## src/rtl/ddr3_sched_macros.svh

```systemverilog
`ifndef DDR3_SCHED_MACROS_SVH
`define DDR3_SCHED_MACROS_SVH

// Row address width, also the width of the data-layer address bus
`define DDR3_ROW_BITS 13

// Column bits carried by a request, already burst aligned
`define DDR3_COL_BITS 7

// Bank address width
`define DDR3_BANK_BITS 3

// Request address is {row, bank, column}
`define DDR3_ADDR_BITS 23

// Transaction ID width
`define DDR3_TID_BITS 4

// ACTIVATE to READ/WRITE, in clock cycles
`define DDR3_T_RCD 3
// Auto-precharge access to next ACTIVATE or REFRESH
`define DDR3_T_RP 3
// REFRESH to any following command
`define DDR3_T_RFC 8

// A10 carries the auto-precharge flag on READ/WRITE
`define DDR3_AP_BIT 10

`endif

```

## src/rtl/ddr3_sched_pkg.sv

```systemverilog
package ddr3_sched_pkg;

  // DDR3 command on {RAS#, CAS#, WE#}
  typedef enum logic [2:0] {
    CMD_MODE = 3'b000,
    CMD_REFR = 3'b001,
    CMD_PREC = 3'b010,
    CMD_ACTV = 3'b011,
    CMD_WRIT = 3'b100,
    CMD_READ = 3'b101,
    CMD_ZQCL = 3'b110,
    CMD_NOOP = 3'b111
  } ddr3_cmd_t;

  // Request port that owns a beat or a sequence
  typedef enum logic [1:0] {
    PORT_NONE = 2'd0,
    PORT_BYP  = 2'd1,
    PORT_RD   = 2'd2,
    PORT_WR   = 2'd3
  } ddr3_port_t;

  // Command FSM states
  typedef enum logic [2:0] {
    ST_IDLE   = 3'd0,
    ST_ACTV   = 3'd1,
    ST_ACCESS = 3'd2,
    ST_REFR   = 3'd3
  } ddr3_state_t;

endpackage

```

## src/rtl/ddr3_cmd_fsm.sv

```systemverilog
`timescale 1ns/1ps
`include "ddr3_sched_macros.svh"

module ddr3_cmd_fsm
  import ddr3_sched_pkg::*;
(
  input  logic                        clock,
  input  logic                        rst_n,
  input  logic                        slot_vld_i,
  input  ddr3_port_t                  slot_port_i,
  input  logic                        slot_lst_i,
  input  logic [`DDR3_TID_BITS-1:0]   slot_tid_i,
  input  logic [`DDR3_BANK_BITS-1:0]  slot_bank_i,
  input  logic [`DDR3_ROW_BITS-1:0]   slot_row_i,
  input  logic [`DDR3_COL_BITS-1:0]   slot_col_i,
  output logic                        slot_take_o,
  output logic                        seq_open_o,
  output ddr3_port_t                  seq_port_o,
  output logic                        beat_done_o,
  output ddr3_port_t                  beat_port_o,
  input  logic                        ddl_ref_i,
  output logic                        cmd_req_o,
  output ddr3_cmd_t                   cmd_o,
  output logic [`DDR3_BANK_BITS-1:0]  cmd_ba_o,
  output logic [`DDR3_ROW_BITS-1:0]   cmd_adr_o,
  output logic [`DDR3_TID_BITS-1:0]   cmd_tid_o,
  output logic                        cmd_seq_o,
  input  logic                        gate_acc_i
);

  ddr3_state_t                 state_q;

  // Open sequence, captured from the slot along with the ACTIVATE
  ddr3_port_t                  seq_port_q;
  logic [`DDR3_BANK_BITS-1:0]  seq_bank_q;
  logic                        beat_lst_q;
  logic [`DDR3_TID_BITS-1:0]   beat_tid_q;
  logic [`DDR3_COL_BITS-1:0]   beat_col_q;

  logic                        byp_pending_w;
  logic                        ref_go_w;
  logic                        act_go_w;
  logic                        pop_w;
  ddr3_cmd_t                   acc_cmd_w;

  // Burst aligned column sits above A2..A0, auto-precharge on A10
  function automatic logic [`DDR3_ROW_BITS-1:0] access_adr(
    input logic [`DDR3_COL_BITS-1:0] col,
    input logic                      ap
  );
    logic [`DDR3_ROW_BITS-1:0] adr;
    adr = '0;
    adr[`DDR3_AP_BIT-1 -: `DDR3_COL_BITS] = col;
    adr[`DDR3_AP_BIT] = ap;
    return adr;
  endfunction

  // Bypass beat beats refresh, refresh beats read and write
  assign byp_pending_w = slot_vld_i && slot_port_i == PORT_BYP;
  assign ref_go_w      = state_q == ST_IDLE && ddl_ref_i && !byp_pending_w;
  assign act_go_w      = state_q == ST_IDLE && slot_vld_i && !ref_go_w;

  // Next beat of the open sequence, only once the previous one has left
  assign pop_w = state_q == ST_ACCESS && !cmd_req_o && slot_vld_i &&
                 slot_port_i == seq_port_q;

  assign acc_cmd_w   = (seq_port_q == PORT_WR) ? CMD_WRIT : CMD_READ;
  assign slot_take_o = act_go_w || pop_w;

  // Sequence opens in the same cycle the slot is taken
  // so decode cannot refill the slot from another port
  assign seq_open_o  = act_go_w || state_q == ST_ACTV || state_q == ST_ACCESS;
  assign seq_port_o  = act_go_w ? slot_port_i : seq_port_q;

  // Completed beat, acked by decode on the next cycle
  assign beat_done_o = state_q == ST_ACCESS && gate_acc_i;
  assign beat_port_o = seq_port_q;

  always_ff @(posedge clock) begin
    if (!rst_n) begin
      state_q   <= ST_IDLE;
      cmd_req_o <= 1'b0;
    end else begin
      case (state_q)
        ST_IDLE: begin
          if (ref_go_w) begin
            state_q   <= ST_REFR;
            cmd_req_o <= 1'b1;
          end else if (act_go_w) begin
            state_q   <= ST_ACTV;
            cmd_req_o <= 1'b1;
          end
        end
        ST_ACTV: begin
          // First access follows at once, the gate holds it for tRCD
          if (gate_acc_i) begin
            state_q <= ST_ACCESS;
          end
        end
        ST_ACCESS: begin
          if (gate_acc_i) begin
            cmd_req_o <= 1'b0;
            // cmd_seq low marks the last beat
            if (!cmd_seq_o) begin
              state_q <= ST_IDLE;
            end
          end else if (pop_w) begin
            cmd_req_o <= 1'b1;
          end
        end
        ST_REFR: begin
          // Wait for acceptance, then for the data layer to release refresh
          if (gate_acc_i) begin
            cmd_req_o <= 1'b0;
          end else if (!cmd_req_o && !ddl_ref_i) begin
            state_q <= ST_IDLE;
          end
        end
        default: begin
          state_q   <= ST_IDLE;
          cmd_req_o <= 1'b0;
        end
      endcase
    end
  end

  // Command fields change only when a new command is loaded
  always_ff @(posedge clock) begin
    if (ref_go_w) begin
      cmd_o     <= CMD_REFR;
      cmd_ba_o  <= '0;
      cmd_adr_o <= '0;
      cmd_tid_o <= '0;
      cmd_seq_o <= 1'b0;
    end else if (act_go_w) begin
      cmd_o      <= CMD_ACTV;
      cmd_ba_o   <= slot_bank_i;
      cmd_adr_o  <= slot_row_i;
      cmd_tid_o  <= slot_tid_i;
      cmd_seq_o  <= 1'b0;
      seq_port_q <= slot_port_i;
      seq_bank_q <= slot_bank_i;
      beat_lst_q <= slot_lst_i;
      beat_tid_q <= slot_tid_i;
      beat_col_q <= slot_col_i;
    end else if (state_q == ST_ACTV && gate_acc_i) begin
      cmd_o     <= acc_cmd_w;
      cmd_ba_o  <= seq_bank_q;
      cmd_adr_o <= access_adr(beat_col_q, beat_lst_q);
      cmd_tid_o <= beat_tid_q;
      cmd_seq_o <= !beat_lst_q;
    end else if (pop_w) begin
      // Same bank and row as the open sequence
      cmd_o     <= acc_cmd_w;
      cmd_ba_o  <= seq_bank_q;
      cmd_adr_o <= access_adr(slot_col_i, slot_lst_i);
      cmd_tid_o <= slot_tid_i;
      cmd_seq_o <= !slot_lst_i;
    end
  end

endmodule

```

## src/rtl/ddr3_req_decode.sv

```systemverilog
`timescale 1ns/1ps
`include "ddr3_sched_macros.svh"

module ddr3_req_decode
  import ddr3_sched_pkg::*;
(
  input  logic                        clock,
  input  logic                        rst_n,
  input  logic                        wr_req_i,
  input  logic                        wr_lst_i,
  input  logic [`DDR3_TID_BITS-1:0]   wr_tid_i,
  input  logic [`DDR3_ADDR_BITS-1:0]  wr_adr_i,
  input  logic                        rd_req_i,
  input  logic                        rd_lst_i,
  input  logic [`DDR3_TID_BITS-1:0]   rd_tid_i,
  input  logic [`DDR3_ADDR_BITS-1:0]  rd_adr_i,
  input  logic                        byp_req_i,
  input  logic                        byp_lst_i,
  input  logic [`DDR3_TID_BITS-1:0]   byp_tid_i,
  input  logic [`DDR3_ADDR_BITS-1:0]  byp_adr_i,
  output logic                        wr_ack_o,
  output logic                        rd_ack_o,
  output logic                        byp_ack_o,
  input  logic                        seq_open_i,
  input  ddr3_port_t                  seq_port_i,
  input  logic                        slot_take_i,
  input  logic                        beat_done_i,
  input  ddr3_port_t                  beat_port_i,
  output logic                        slot_vld_o,
  output ddr3_port_t                  slot_port_o,
  output logic                        slot_lst_o,
  output logic [`DDR3_TID_BITS-1:0]   slot_tid_o,
  output logic [`DDR3_BANK_BITS-1:0]  slot_bank_o,
  output logic [`DDR3_ROW_BITS-1:0]   slot_row_o,
  output logic [`DDR3_COL_BITS-1:0]   slot_col_o
);

  // Index 0 is bypass, 1 is read, 2 is write, which is also the priority
  logic [2:0]                 req_w;
  logic [2:0]                 lst_w;
  logic [`DDR3_TID_BITS-1:0]  tid_w [3];
  logic [`DDR3_ADDR_BITS-1:0] adr_w [3];
  logic [2:0]                 elig_w;
  logic [2:0]                 busy_q;
  logic [2:0]                 ack_q;
  logic [1:0]                 sel_w;
  ddr3_port_t                 grant_w;

  function automatic ddr3_port_t idx_port(input int unsigned idx);
    ddr3_port_t port;
    case (idx)
      0:       port = PORT_BYP;
      1:       port = PORT_RD;
      default: port = PORT_WR;
    endcase
    return port;
  endfunction

  assign req_w    = {wr_req_i, rd_req_i, byp_req_i};
  assign lst_w    = {wr_lst_i, rd_lst_i, byp_lst_i};
  assign tid_w[0] = byp_tid_i;
  assign tid_w[1] = rd_tid_i;
  assign tid_w[2] = wr_tid_i;
  assign adr_w[0] = byp_adr_i;
  assign adr_w[1] = rd_adr_i;
  assign adr_w[2] = wr_adr_i;

  // Busy ports hold a beat that is in the slot or in flight until its ack
  // An open sequence locks the slot to its own port
  always_comb begin
    for (int i = 0; i < 3; i++) begin
      elig_w[i] = req_w[i] && !busy_q[i] &&
                  (!seq_open_i || seq_port_i == idx_port(i));
    end
  end

  // Fixed priority, scanned low to high so the highest port wins
  always_comb begin
    grant_w = PORT_NONE;
    sel_w   = 2'd0;
    if (!slot_vld_o || slot_take_i) begin
      for (int i = 2; i >= 0; i--) begin
        if (elig_w[i]) begin
          grant_w = idx_port(i);
          sel_w   = 2'(i);
        end
      end
    end
  end

  always_ff @(posedge clock) begin
    if (!rst_n) begin
      slot_vld_o <= 1'b0;
    end else if (grant_w != PORT_NONE) begin
      slot_vld_o <= 1'b1;
    end else if (slot_take_i) begin
      slot_vld_o <= 1'b0;
    end
  end

  // Beat payload, address split as {row, bank, column}
  always_ff @(posedge clock) begin
    if (grant_w != PORT_NONE) begin
      slot_port_o <= grant_w;
      slot_lst_o  <= lst_w[sel_w];
      slot_tid_o  <= tid_w[sel_w];
      {slot_row_o, slot_bank_o, slot_col_o} <= adr_w[sel_w];
    end
  end

  // Ack one cycle after the access is accepted, busy drops with the ack
  always_ff @(posedge clock) begin
    if (!rst_n) begin
      busy_q <= '0;
      ack_q  <= '0;
    end else begin
      for (int i = 0; i < 3; i++) begin
        ack_q[i] <= beat_done_i && beat_port_i == idx_port(i);
        if (grant_w == idx_port(i)) begin
          busy_q[i] <= 1'b1;
        end else if (ack_q[i]) begin
          busy_q[i] <= 1'b0;
        end
      end
    end
  end

  assign {wr_ack_o, rd_ack_o, byp_ack_o} = ack_q;

endmodule

```

## src/rtl/ddr3_sched_top.sv

```systemverilog
`timescale 1ns/1ps
`include "ddr3_sched_macros.svh"

module ddr3_sched_top
  import ddr3_sched_pkg::*;
(
  input  logic                        clock,
  input  logic                        rst_n,
  input  logic                        wr_req_i,
  input  logic                        wr_lst_i,
  input  logic [`DDR3_TID_BITS-1:0]   wr_tid_i,
  input  logic [`DDR3_ADDR_BITS-1:0]  wr_adr_i,
  output logic                        wr_ack_o,
  input  logic                        rd_req_i,
  input  logic                        rd_lst_i,
  input  logic [`DDR3_TID_BITS-1:0]   rd_tid_i,
  input  logic [`DDR3_ADDR_BITS-1:0]  rd_adr_i,
  output logic                        rd_ack_o,
  input  logic                        byp_req_i,
  input  logic                        byp_lst_i,
  input  logic [`DDR3_TID_BITS-1:0]   byp_tid_i,
  input  logic [`DDR3_ADDR_BITS-1:0]  byp_adr_i,
  output logic                        byp_ack_o,
  output logic                        ddl_req_o,
  output ddr3_cmd_t                   ddl_cmd_o,
  output logic [`DDR3_BANK_BITS-1:0]  ddl_ba_o,
  output logic [`DDR3_ROW_BITS-1:0]   ddl_adr_o,
  output logic [`DDR3_TID_BITS-1:0]   ddl_tid_o,
  output logic                        ddl_seq_o,
  input  logic                        ddl_rdy_i,
  input  logic                        ddl_ref_i
);

  // Slot between decode and FSM
  logic                        slot_vld;
  ddr3_port_t                  slot_port;
  logic                        slot_lst;
  logic [`DDR3_TID_BITS-1:0]   slot_tid;
  logic [`DDR3_BANK_BITS-1:0]  slot_bank;
  logic [`DDR3_ROW_BITS-1:0]   slot_row;
  logic [`DDR3_COL_BITS-1:0]   slot_col;
  logic                        slot_take;
  logic                        seq_open;
  ddr3_port_t                  seq_port;
  logic                        beat_done;
  ddr3_port_t                  beat_port;

  // Held command between FSM and gate
  logic                        cmd_req;
  ddr3_cmd_t                   cmd;
  logic [`DDR3_BANK_BITS-1:0]  cmd_ba;
  logic [`DDR3_ROW_BITS-1:0]   cmd_adr;
  logic [`DDR3_TID_BITS-1:0]   cmd_tid;
  logic                        cmd_seq;
  logic                        gate_acc;

  ddr3_req_decode ddr3_req_decode_inst (
    .clock       (clock),
    .rst_n       (rst_n),
    .wr_req_i    (wr_req_i),
    .wr_lst_i    (wr_lst_i),
    .wr_tid_i    (wr_tid_i),
    .wr_adr_i    (wr_adr_i),
    .rd_req_i    (rd_req_i),
    .rd_lst_i    (rd_lst_i),
    .rd_tid_i    (rd_tid_i),
    .rd_adr_i    (rd_adr_i),
    .byp_req_i   (byp_req_i),
    .byp_lst_i   (byp_lst_i),
    .byp_tid_i   (byp_tid_i),
    .byp_adr_i   (byp_adr_i),
    .wr_ack_o    (wr_ack_o),
    .rd_ack_o    (rd_ack_o),
    .byp_ack_o   (byp_ack_o),
    .seq_open_i  (seq_open),
    .seq_port_i  (seq_port),
    .slot_take_i (slot_take),
    .beat_done_i (beat_done),
    .beat_port_i (beat_port),
    .slot_vld_o  (slot_vld),
    .slot_port_o (slot_port),
    .slot_lst_o  (slot_lst),
    .slot_tid_o  (slot_tid),
    .slot_bank_o (slot_bank),
    .slot_row_o  (slot_row),
    .slot_col_o  (slot_col)
  );

  ddr3_cmd_fsm ddr3_cmd_fsm_inst (
    .clock       (clock),
    .rst_n       (rst_n),
    .slot_vld_i  (slot_vld),
    .slot_port_i (slot_port),
    .slot_lst_i  (slot_lst),
    .slot_tid_i  (slot_tid),
    .slot_bank_i (slot_bank),
    .slot_row_i  (slot_row),
    .slot_col_i  (slot_col),
    .slot_take_o (slot_take),
    .seq_open_o  (seq_open),
    .seq_port_o  (seq_port),
    .beat_done_o (beat_done),
    .beat_port_o (beat_port),
    .ddl_ref_i   (ddl_ref_i),
    .cmd_req_o   (cmd_req),
    .cmd_o       (cmd),
    .cmd_ba_o    (cmd_ba),
    .cmd_adr_o   (cmd_adr),
    .cmd_tid_o   (cmd_tid),
    .cmd_seq_o   (cmd_seq),
    .gate_acc_i  (gate_acc)
  );

  ddr3_timing_gate ddr3_timing_gate_inst (
    .clock      (clock),
    .rst_n      (rst_n),
    .cmd_req_i  (cmd_req),
    .cmd_i      (cmd),
    .cmd_ba_i   (cmd_ba),
    .cmd_adr_i  (cmd_adr),
    .cmd_tid_i  (cmd_tid),
    .cmd_seq_i  (cmd_seq),
    .gate_acc_o (gate_acc),
    .ddl_req_o  (ddl_req_o),
    .ddl_cmd_o  (ddl_cmd_o),
    .ddl_ba_o   (ddl_ba_o),
    .ddl_adr_o  (ddl_adr_o),
    .ddl_tid_o  (ddl_tid_o),
    .ddl_seq_o  (ddl_seq_o),
    .ddl_rdy_i  (ddl_rdy_i)
  );

endmodule

```

## src/rtl/ddr3_timing_gate.sv

```systemverilog
`timescale 1ns/1ps
`include "ddr3_sched_macros.svh"

module ddr3_timing_gate
  import ddr3_sched_pkg::*;
(
  input  logic                        clock,
  input  logic                        rst_n,
  input  logic                        cmd_req_i,
  input  ddr3_cmd_t                   cmd_i,
  input  logic [`DDR3_BANK_BITS-1:0]  cmd_ba_i,
  input  logic [`DDR3_ROW_BITS-1:0]   cmd_adr_i,
  input  logic [`DDR3_TID_BITS-1:0]   cmd_tid_i,
  input  logic                        cmd_seq_i,
  output logic                        gate_acc_o,
  output logic                        ddl_req_o,
  output ddr3_cmd_t                   ddl_cmd_o,
  output logic [`DDR3_BANK_BITS-1:0]  ddl_ba_o,
  output logic [`DDR3_ROW_BITS-1:0]   ddl_adr_o,
  output logic [`DDR3_TID_BITS-1:0]   ddl_tid_o,
  output logic                        ddl_seq_o,
  input  logic                        ddl_rdy_i
);

  // tRFC is the longest gap
  localparam int GAP_W = $clog2(`DDR3_T_RFC + 1);

  logic [GAP_W-1:0] gap_q;
  logic [GAP_W-1:0] gap_load_w;
  logic             gap_ok_w;

  // Count loads T-1 so that the next command lands exactly T cycles
  // after the accepted one when ready stays high
  always_comb begin
    case (cmd_i)
      CMD_ACTV: gap_load_w = GAP_W'(`DDR3_T_RCD - 1);
      CMD_REFR: gap_load_w = GAP_W'(`DDR3_T_RFC - 1);
      CMD_READ, CMD_WRIT: begin
        // Only an auto-precharge access closes the row
        gap_load_w = cmd_adr_i[`DDR3_AP_BIT] ? GAP_W'(`DDR3_T_RP - 1) : '0;
      end
      default: gap_load_w = '0;
    endcase
  end

  assign gap_ok_w   = gap_q == '0;
  assign ddl_req_o  = cmd_req_i && gap_ok_w;
  assign gate_acc_o = ddl_req_o && ddl_rdy_i;

  // Fields come straight from the FSM, which holds them until accepted
  assign ddl_cmd_o  = cmd_i;
  assign ddl_ba_o   = cmd_ba_i;
  assign ddl_adr_o  = cmd_adr_i;
  assign ddl_tid_o  = cmd_tid_i;
  assign ddl_seq_o  = cmd_seq_i;

  // Counter runs every cycle, independent of ready
  always_ff @(posedge clock) begin
    if (!rst_n) begin
      gap_q <= '0;
    end else if (gate_acc_o) begin
      gap_q <= gap_load_w;
    end else if (!gap_ok_w) begin
      gap_q <= gap_q - 1'b1;
    end
  end

endmodule
```

## config.mk

```make
export PLATFORM = sky130hd
export DESIGN_NAME = ddr3_sched_top
export DESIGN_NICKNAME = d
export VERILOG_FILES = /design/src/rtl/ddr3_sched_pkg.sv /design/src/rtl/ddr3_cmd_fsm.sv /design/src/rtl/ddr3_req_decode.sv /design/src/rtl/ddr3_sched_top.sv /design/src/rtl/ddr3_timing_gate.sv
export VERILOG_INCLUDE_DIRS = /design/src /design/src/rtl
export SDC_FILE = /design/constraint.sdc
export NUM_CORES = 1
export LEC_CHECK = 0
export BUFFER_PORTS_ARGS = -buffer_cell sky130_fd_sc_hd__buf_2
export CAP_MARGIN = 20
export CORE_AREA = 4 4 93 95
export CTS_BUF_LIST = sky130_fd_sc_hd__clkbuf_4
export CTS_CLUSTER_DIAMETER = 60
export DETAILED_ROUTE_END_ITERATION = 7
export DIE_AREA = 0 0 97 99
export PLACE_DENSITY = 0.79
export SKIP_LAST_GASP = 1
export SYNTH_ARGS = -nofsm -noshare
export SYNTH_HDL_FRONTEND = slang
export SYNTH_SLANG_ARGS = --single-unit
export TNS_END_PERCENT = 10
```

## constraint.sdc

```tcl
create_clock -name clock -period 5.2 [get_ports clock]
set_input_delay 0 -clock clock [delete_from_list [all_inputs] [get_ports clock]]
set_output_delay 0 -clock clock [all_outputs]
set_load 0.05 [all_outputs]
```

## Yosys cells after proc, flatten, opt, wreduce, memory -nomap -nowiden

Cells that the tools add are included.

- Register bits after elaboration: 86
- Input bits: 91
- Output and inout port bits: 28
- Word-level logic and storage cells: 174

- Add/sub/neg operators: 1
- Magnitude comparators: 2
- Eq/ne operators: 28
- Mux-type cells: 61
- Bitwise gates (word level): 3
- Reductions and logical operators: 54

Operators by type and width:

| operator | count |
|---|---|
| binary-select mux 23 bit (select 2 bit) | 1 |
| two-way mux 23 bit | 2 |
| two-way mux 13 bit | 3 |
| two-way mux 3 bit | 12 |
| two-way mux 2 bit | 14 |
| two-way mux 4 bit | 7 |
| logical AND 1 bit | 22 |
| two-way mux 1 bit | 17 |
| == test 2 bit | 7 |
| case mux 3 bit (4 select lines) | 1 |
| case mux 4 bit (3 select lines) | 1 |
| nonzero test 2 bit | 6 |
| zero test 1 bit | 11 |
| == test 3 x 2 -> 1 bit, second input constant | 3 |
| binary-select mux 4 bit (select 2 bit) | 1 |
| inequality test 2 x 1 -> 1 bit, second input constant | 4 |
| logical OR 1 bit | 7 |
| == test 2 bit, second input constant | 3 |
| == test 3 x 1 -> 1 bit, second input constant | 2 |
| == test 3 bit, second input constant | 2 |
| inequality test 2 bit, second input constant | 3 |
| inequality test 3 x 1 -> 1 bit, second input constant | 2 |
| AND reduction 6 bit | 1 |
| == test 2 x 1 -> 1 bit, second input constant | 2 |
| other kinds (13) | 15 |

## Depth between registers and ports, before layout

- Word-level depth: 19
- Mapped depth: 11
- Mapped depth without buffers: 8

## By module

A second synthesis with hierarchy kept.

- Cells, all modules: 388
- Area, all modules: 4,171.5 um^2

By module, submodules not included:

| module | times used | cells each | area an instance (um^2) |
|---|---|---|---|
| ddr3_cmd_fsm | 1 | 166 | 1,884.3 |
| ddr3_req_decode | 1 | 166 | 1,834.3 |
| ddr3_timing_gate | 1 | 56 | 452.9 |

## Worst setup path after synthesis

Ideal clock, no wire load.

- Path type: reg-to-reg
- Start: register ddr3_cmd_fsm_inst.state_q[0]
- End: register ddr3_req_decode_inst.slot_bank_o[0], enable pin
- Library setup time: 427 ps
- Data arrival time: 3,416 ps
- Data required time: 4,773 ps
- Slack: 1,356 ps
- Stages on the path, launching flop included: 11
- Buffers on the path: 3
- Period minus slack after synthesis: 3,844 ps
- Path through: dfxtp_1 buf_2 or3b_1 a21o_1 buf_6 clkinv_4 nand3_2 a311oi_2 buf_2 nor2_1 a21oi_1

- Word-level cells in the longest chain between the ends: 15
- Elaborated cells between the ends (all ways): 31

Ends and longest elaborated chain:

| item | RTL line | text |
|---|---|---|
| from (decl) | ddr3_cmd_fsm.sv:31 | `ddr3_state_t state_q;` |
| from (signal assigned) | ddr3_cmd_fsm.sv:81 | `state_q <= ST_IDLE;` |
| from (signal assigned) | ddr3_cmd_fsm.sv:87 | `state_q <= ST_REFR;` |
| from (signal assigned) | ddr3_cmd_fsm.sv:90 | `state_q <= ST_ACTV;` |
| parallel branches: the longest is 13 deep, another holds zero test 3 bit | -- |  |
| two-way mux 2 bit (*) | ddr3_req_decode.sv:81 | `if (!slot_vld_o \|\| slot_take_i) begin` |
| nonzero test 2 bit (*) | ddr3_req_decode.sv:103 | `if (grant_w != PORT_NONE) begin` |
| to (signal assigned) | ddr3_req_decode.sv:107 | `{slot_row_o, slot_bank_o, slot_col_o} <= adr_w[sel_w];` |
| to (decl) | ddr3_req_decode.sv:33 | `` output logic [`DDR3_BANK_BITS-1:0] slot_bank_o, `` |

Every way passes the cells marked *.
A chain may end at the register's enable or synchronous reset.

## Worst setup path in the final report

- Start: register ddr3_req_decode_inst.slot_vld_o
- End: register ddr3_req_decode_inst.slot_row_o[12] (data pin)

- Word-level cells in the longest chain between the ends: 18
- Elaborated cells between the ends (all ways): 32

Ends and longest elaborated chain:

| item | RTL line | text |
|---|---|---|
| from (decl) | ddr3_req_decode.sv:29 | `output logic slot_vld_o,` |
| from (signal assigned) | ddr3_req_decode.sv:93 | `slot_vld_o <= 1'b0;` |
| from (signal assigned) | ddr3_req_decode.sv:95 | `slot_vld_o <= 1'b1;` |
| from (signal assigned) | ddr3_req_decode.sv:97 | `slot_vld_o <= 1'b0;` |
| parallel branches: the longest is 13 deep, another holds two-way mux 2 bit | -- |  |
| two-way mux 2 bit (*) | ddr3_req_decode.sv:81 |  |
| inverter 2 -> 3 bit (implied by the code) (*) | ddr3_req_decode.sv:107 |  |
| binary-select mux 23 bit (select 2 bit) (*) | ddr3_req_decode.sv:107 |  |
| two-way mux 23 bit (implied by the code) (*) (2 in series) | ddr3_req_decode.sv:107 |  |
| to (signal assigned) | ddr3_req_decode.sv:107 |  |
| to (decl) | ddr3_req_decode.sv:34 | `` output logic [`DDR3_ROW_BITS-1:0] slot_row_o, `` |

Every way passes the cells marked *. The select of a mux whose other input is x is not followed.

==> key figures <==
Run status
  • Status: finished, final reports clean

Min path
  • Count of cells along the worst hold path: 4
  • Class of the worst hold path: input pin to flop
  • Hold path startpoint: ddl_rdy_i
  • Hold path endpoint: ddr3_timing_gate_inst.gap_q[1]

Timing
  • Final Cycle Share: 83.9%
  • Headroom to the max-slew limit: 28.0%
  • Timing-limited maximum frequency: 229 MHz
  • Actual transition at the worst max-transition pin: 1.07 ns
  • Clock period minus worst slack: 4.36 ns
  • Final critical-path setup slack: 0.839 ns
  • Finish-stage setup viols: 0
  • Number of pins with negative max-slew slack in the final report: 0
  • Sum of negative setup slack: 0 ns
  • Worst hold slack: 0.0895 ns
  • Maximum clock skew at final layout: 0.0184 ns
  • Endpoints failing hold: 0
  • Unrepaired setup endpoints after global routing: false

Floorplan
  • Full die area: 9600 um2
  • Die extent in x: 97 um
  • Rows: 32
  • Initial standard-cell utilization of the core: 53.5%
  • Height of the chip: 99 um
  • I/O pin count: 119
  • Core Footprint: 7730 um2

Run
  • Max-cap violations: 0

Place
  • Global placement routability congestion: 0.827
  • Cell total after placement: 612
  • Number of buffers added on ports: 118
  • Post-placement worst setup slack: 1.29 ns
  • Post-detailed-placement half-perimeter wirelength: 7260 um
  • Post-DP Area: 4770 um2

Critical path
  • Kind of launch point of the worst setup path: flop
  • Number of gates on the worst path with buffers counted: 8
  • Worst R2R Setup Slack: 0.84 ns
  • Slowest Stage Delay on Critical Path: 0.77 ns
  • Sort of element at the end of the critical path: flop
  • Worst reg2reg path endpoint: ddr3_req_decode_inst.slot_row_o[12]
  • CP Max Fanout: 32
  • Crit Path Category: flop to flop
  • Worst reg2reg path startpoint: ddr3_req_decode_inst.slot_vld_o
  • Top Family by Delay on Critical Path: compound AO/OA/AOI/OAI gates
  • Chain of cells forming the critical path: or3b_1 -> a21o_1 -> clkinv_4 -> nand3_2 -> a311oi_4 -> o21a_2 -> o221ai_1 -> dlygate4sd3_1
  • Number of cells traversed by the worst register-to-register path: 8
  • Critical-path top delay cell: a311oi_4
  • Data required time of the worst path: 5.40 ns
  • Arrival time of data at the critical path endpoint: 4.56 ns
  • Number of buffer and inverter instances along the worst setup path: 2

Global route
  • Number of antenna violations at the first check in global routing: 0
  • Vias in the first global route: 3,778
  • Overflow left after global routing: 0
  • GRT Resource Usage Total: 23.2%
  • Global-route wire length before repair: 18,200 um
  • Maximum number of pins on one net before global-route repair: 33

Cells and area
  • Area overhead of the layout relative to synthesis: 34.9%
  • Fraction of layout cells with a size suffix above 1: 27.2%
  • Sequential cell area: 2170 um2
  • Final core occ: 72.1%
  • Finished Layout Cells: 687
  • Area of all placed cells without fillers: 5570 um2
  • Fillcell total: 537
  • Number of diodes: 0
  • Area used by multi-input combinational logic: 1600 um2
  • Number of nets at the end of the flow: 673

Route
  • First DRT Iteration DRCs: 291
  • Average wire per standard cell: 16.5 um
  • Vias: 3,776
  • Vias per cell: 5.50
  • Number of nets with antenna violations after routing: 0
  • Detailed-route wire length: 11,400 um
  • Number of iterations in the first detailed-routing pass: 5
  • DR DRC count: 0

Power
  • Worst ir drop on vdd: 0.344 mV
  • Total power: 3.34 mW
  • Lkg Pwr: 2.50 nW
  • PD cells: 600 nW/um2

Synth
  • Top area cells in the synthesized netlist: edfxtp_1 34%, dfxtp_1 18%, inv_1 6.0%
  • Post-Synthesis Mean Instance Area: 9.98 um2
  • Part of the Yosys area used for sequential elements: 52.6%
  • Number of standard cells after synthesis: 414
  • Most repeated cell in the gate-level netlist after synthesis: inv_1
  • Top cell type by total area after synthesis: edfxtp_1
  • Net count after synthesis: 507
  • Cell area after technology mapping: 4130 um2
  • Yosys top cell area share: 34.2%
  • Number of synthesized register bits: 85
  • Synth Warn #: 0
  • Number of flops mapped to enable cells by yosys: 47
  • Most instantiated cells after synthesis: 66 x inv_1, 47 x edfxtp_1, 38 x dfxtp_1, 36 x nand2_1, 29 x nand4_1
  • Number of distinct library cells after synthesis: 49
  • Proportion of register bits with asynchronous set or reset after synthesis: 0%
  • Main flop type after synthesis: edfxtp_1

Clock tree
  • Clock-pin slew on the worst setup and hold paths: 0.13 ns
  • TritonCTS clock tree: done
  • Clock tree sinks: 85
  • Number of gates resized after cts: 0
  • Root cell of the clock tree: clkbuf_4
  • CTS Buffer Depth: 2
  • TritonCTS Buffers: 9
  • Total number of H-tree levels: 3
  • Worst-skew pair later-pin latency: 0.45 ns
-- worst max-delay path by stage --
stage | from | endpoint | slack, ns
finish | ddr3_req_decode_inst.slot_vld_o | ddr3_req_decode_inst.slot_row_o[12] | 0.84
global route | ddr3_req_decode_inst.slot_vld_o | ddr3_req_decode_inst.slot_col_o[0] | 0.58
CTS | ddr3_cmd_fsm_inst.state_q[1] | ddr3_req_decode_inst.slot_tid_o[1] | 0.74
detailed placement | ddr3_cmd_fsm_inst.state_q[1] | ddr3_req_decode_inst.slot_tid_o[1] | 1.29
global placement | ddr3_req_decode_inst.slot_vld_o | ddr3_req_decode_inst.slot_col_o[6] | 1.41
floorplan | ddr3_cmd_fsm_inst.state_q[0] | ddr3_req_decode_inst.slot_bank_o[0] | 1.36
-- cell usage in the layout (no fill, tap or decap), types with 2 or more instances in the layout --
| cell type | instances |
|---|---|
| buf_2 | 118 |
| inv_1 | 66 |
| dlygate4sd3_1 | 58 |
| edfxtp_1 | 47 |
| dfxtp_1 | 38 |
| nand2_1 | 36 |
| nand4_1 | 29 |
| a21oi_1 | 21 |
| nor2_1 | 20 |
| o21ai_0 | 18 |
| o221ai_1 | 18 |
| mux2i_1 | 15 |
| o221ai_2 | 10 |
| clkbuf_4 | 9 |
| nand2b_1 | 7 |
| nor2b_1 | 6 |
| a211oi_1 | 5 |
| o31ai_1 | 4 |
| nand3_1 | 4 |
| bufinv_16 | 4 |
| or3_1 | 3 |
| xnor2_1 | 3 |
| a31oi_1 | 3 |
| buf_4 | 3 |
| a21o_1 | 2 |
| clkinv_4 | 2 |
| nand3_2 | 2 |
| and3_1 | 2 |
| nor3b_1 | 2 |
| and2_1 | 2 |
| o21a_1 | 2 |
| o22ai_1 | 2 |
| nor3_1 | 2 |
| a21boi_0 | 2 |
| ha_1 | 2 |
-- routing by layer --
| layer | part of all wire [%] | up-vias | wire (um) | track usage (%) |
|---|---|---|---|---|
| li1 | - | 1821 | - | - |
| met4 | 2.8 | 0 | 316 | 9.40 |
| met2 | 53 | 166 | 6010 | 42.5 |
| met5 | 0 | - | 0 | 0 |
| met1 | 39 | 1760 | 4450 | 27.0 |
| met3 | 5.2 | 29 | 588 | 3.96 |
-- worst register-to-register path, cell delays in order (launching register included) --
cell and delay, ns:
dfxtp_1 0.48, or3b_1 0.43, a21o_1 0.39, clkinv_4 0.33, nand3_2 0.14, a311oi_4 0.77
o21a_2 0.71, o221ai_1 0.27, dlygate4sd3_1 0.60
-- registers in the layout, indices dropped and copies added (netlist names) --
register                          count
ddr3_cmd_fsm_inst.cmd_req_o           1
ddr3_cmd_fsm_inst.cmd_tid_o           4
ddr3_cmd_fsm_inst.state_q             2
ddr3_req_decode_inst.slot_col_o       7
ddr3_timing_gate_inst.gap_q           4
ddr3_cmd_fsm_inst.cmd_o               3
ddr3_req_decode_inst.slot_port_o      2
ddr3_req_decode_inst.slot_tid_o       4
ddr3_cmd_fsm_inst.beat_lst_q          1
ddr3_cmd_fsm_inst.beat_col_q          7
ddr3_cmd_fsm_inst.cmd_adr_o          13
ddr3_cmd_fsm_inst.seq_bank_q          3
ddr3_req_decode_inst.ack_q            3
ddr3_cmd_fsm_inst.cmd_seq_o           1
ddr3_req_decode_inst.slot_vld_o       1
ddr3_cmd_fsm_inst.beat_tid_q          4
ddr3_req_decode_inst.busy_q           3
ddr3_req_decode_inst.slot_bank_o      3
ddr3_cmd_fsm_inst.beat_port_o         2
ddr3_cmd_fsm_inst.cmd_ba_o            3
ddr3_req_decode_inst.slot_row_o      13
ddr3_req_decode_inst.slot_lst_o       1
-- repair_timing --
item                                   in CTS  in global routing
setup buffers                               0                  0
hold buffers                               58                  0
endpoints found under the hold margin      39                  0
-- cells by family after synthesis --
kind of cell / share of synthesized area (%)
buffers and inverters: 9.45
muxes: 3.91
xor gates and xnor gates: 0.636
DFF: 52.6
and+or+nand+nor: 15.4
adders and majority gates: 0.606
AOI/OAI and AO/OA: 17.4
-- power by group --
| part | switching (mW) | internal (mW) | leakage [nW] |
|---|---|---|---|
| sequential | 0.171 | 1.09 | 0.768 |
| combinational | 0.973 | 0.583 | 1.62 |
| clock | 0.230 | 0.290 | 0.108 |
-- area by class of cell --
class                   count  share of cell area (%)
flip-flops and latches     85                    39.0
repair buffers            180                    21.7
well taps                 102                    2.29
clock buffers               9                    1.21
multi-input cells         237                    28.8
clock inverters             7                    2.47
inverters                  67                    4.60
No activity file was read; power rests on OpenSTA's default activity.
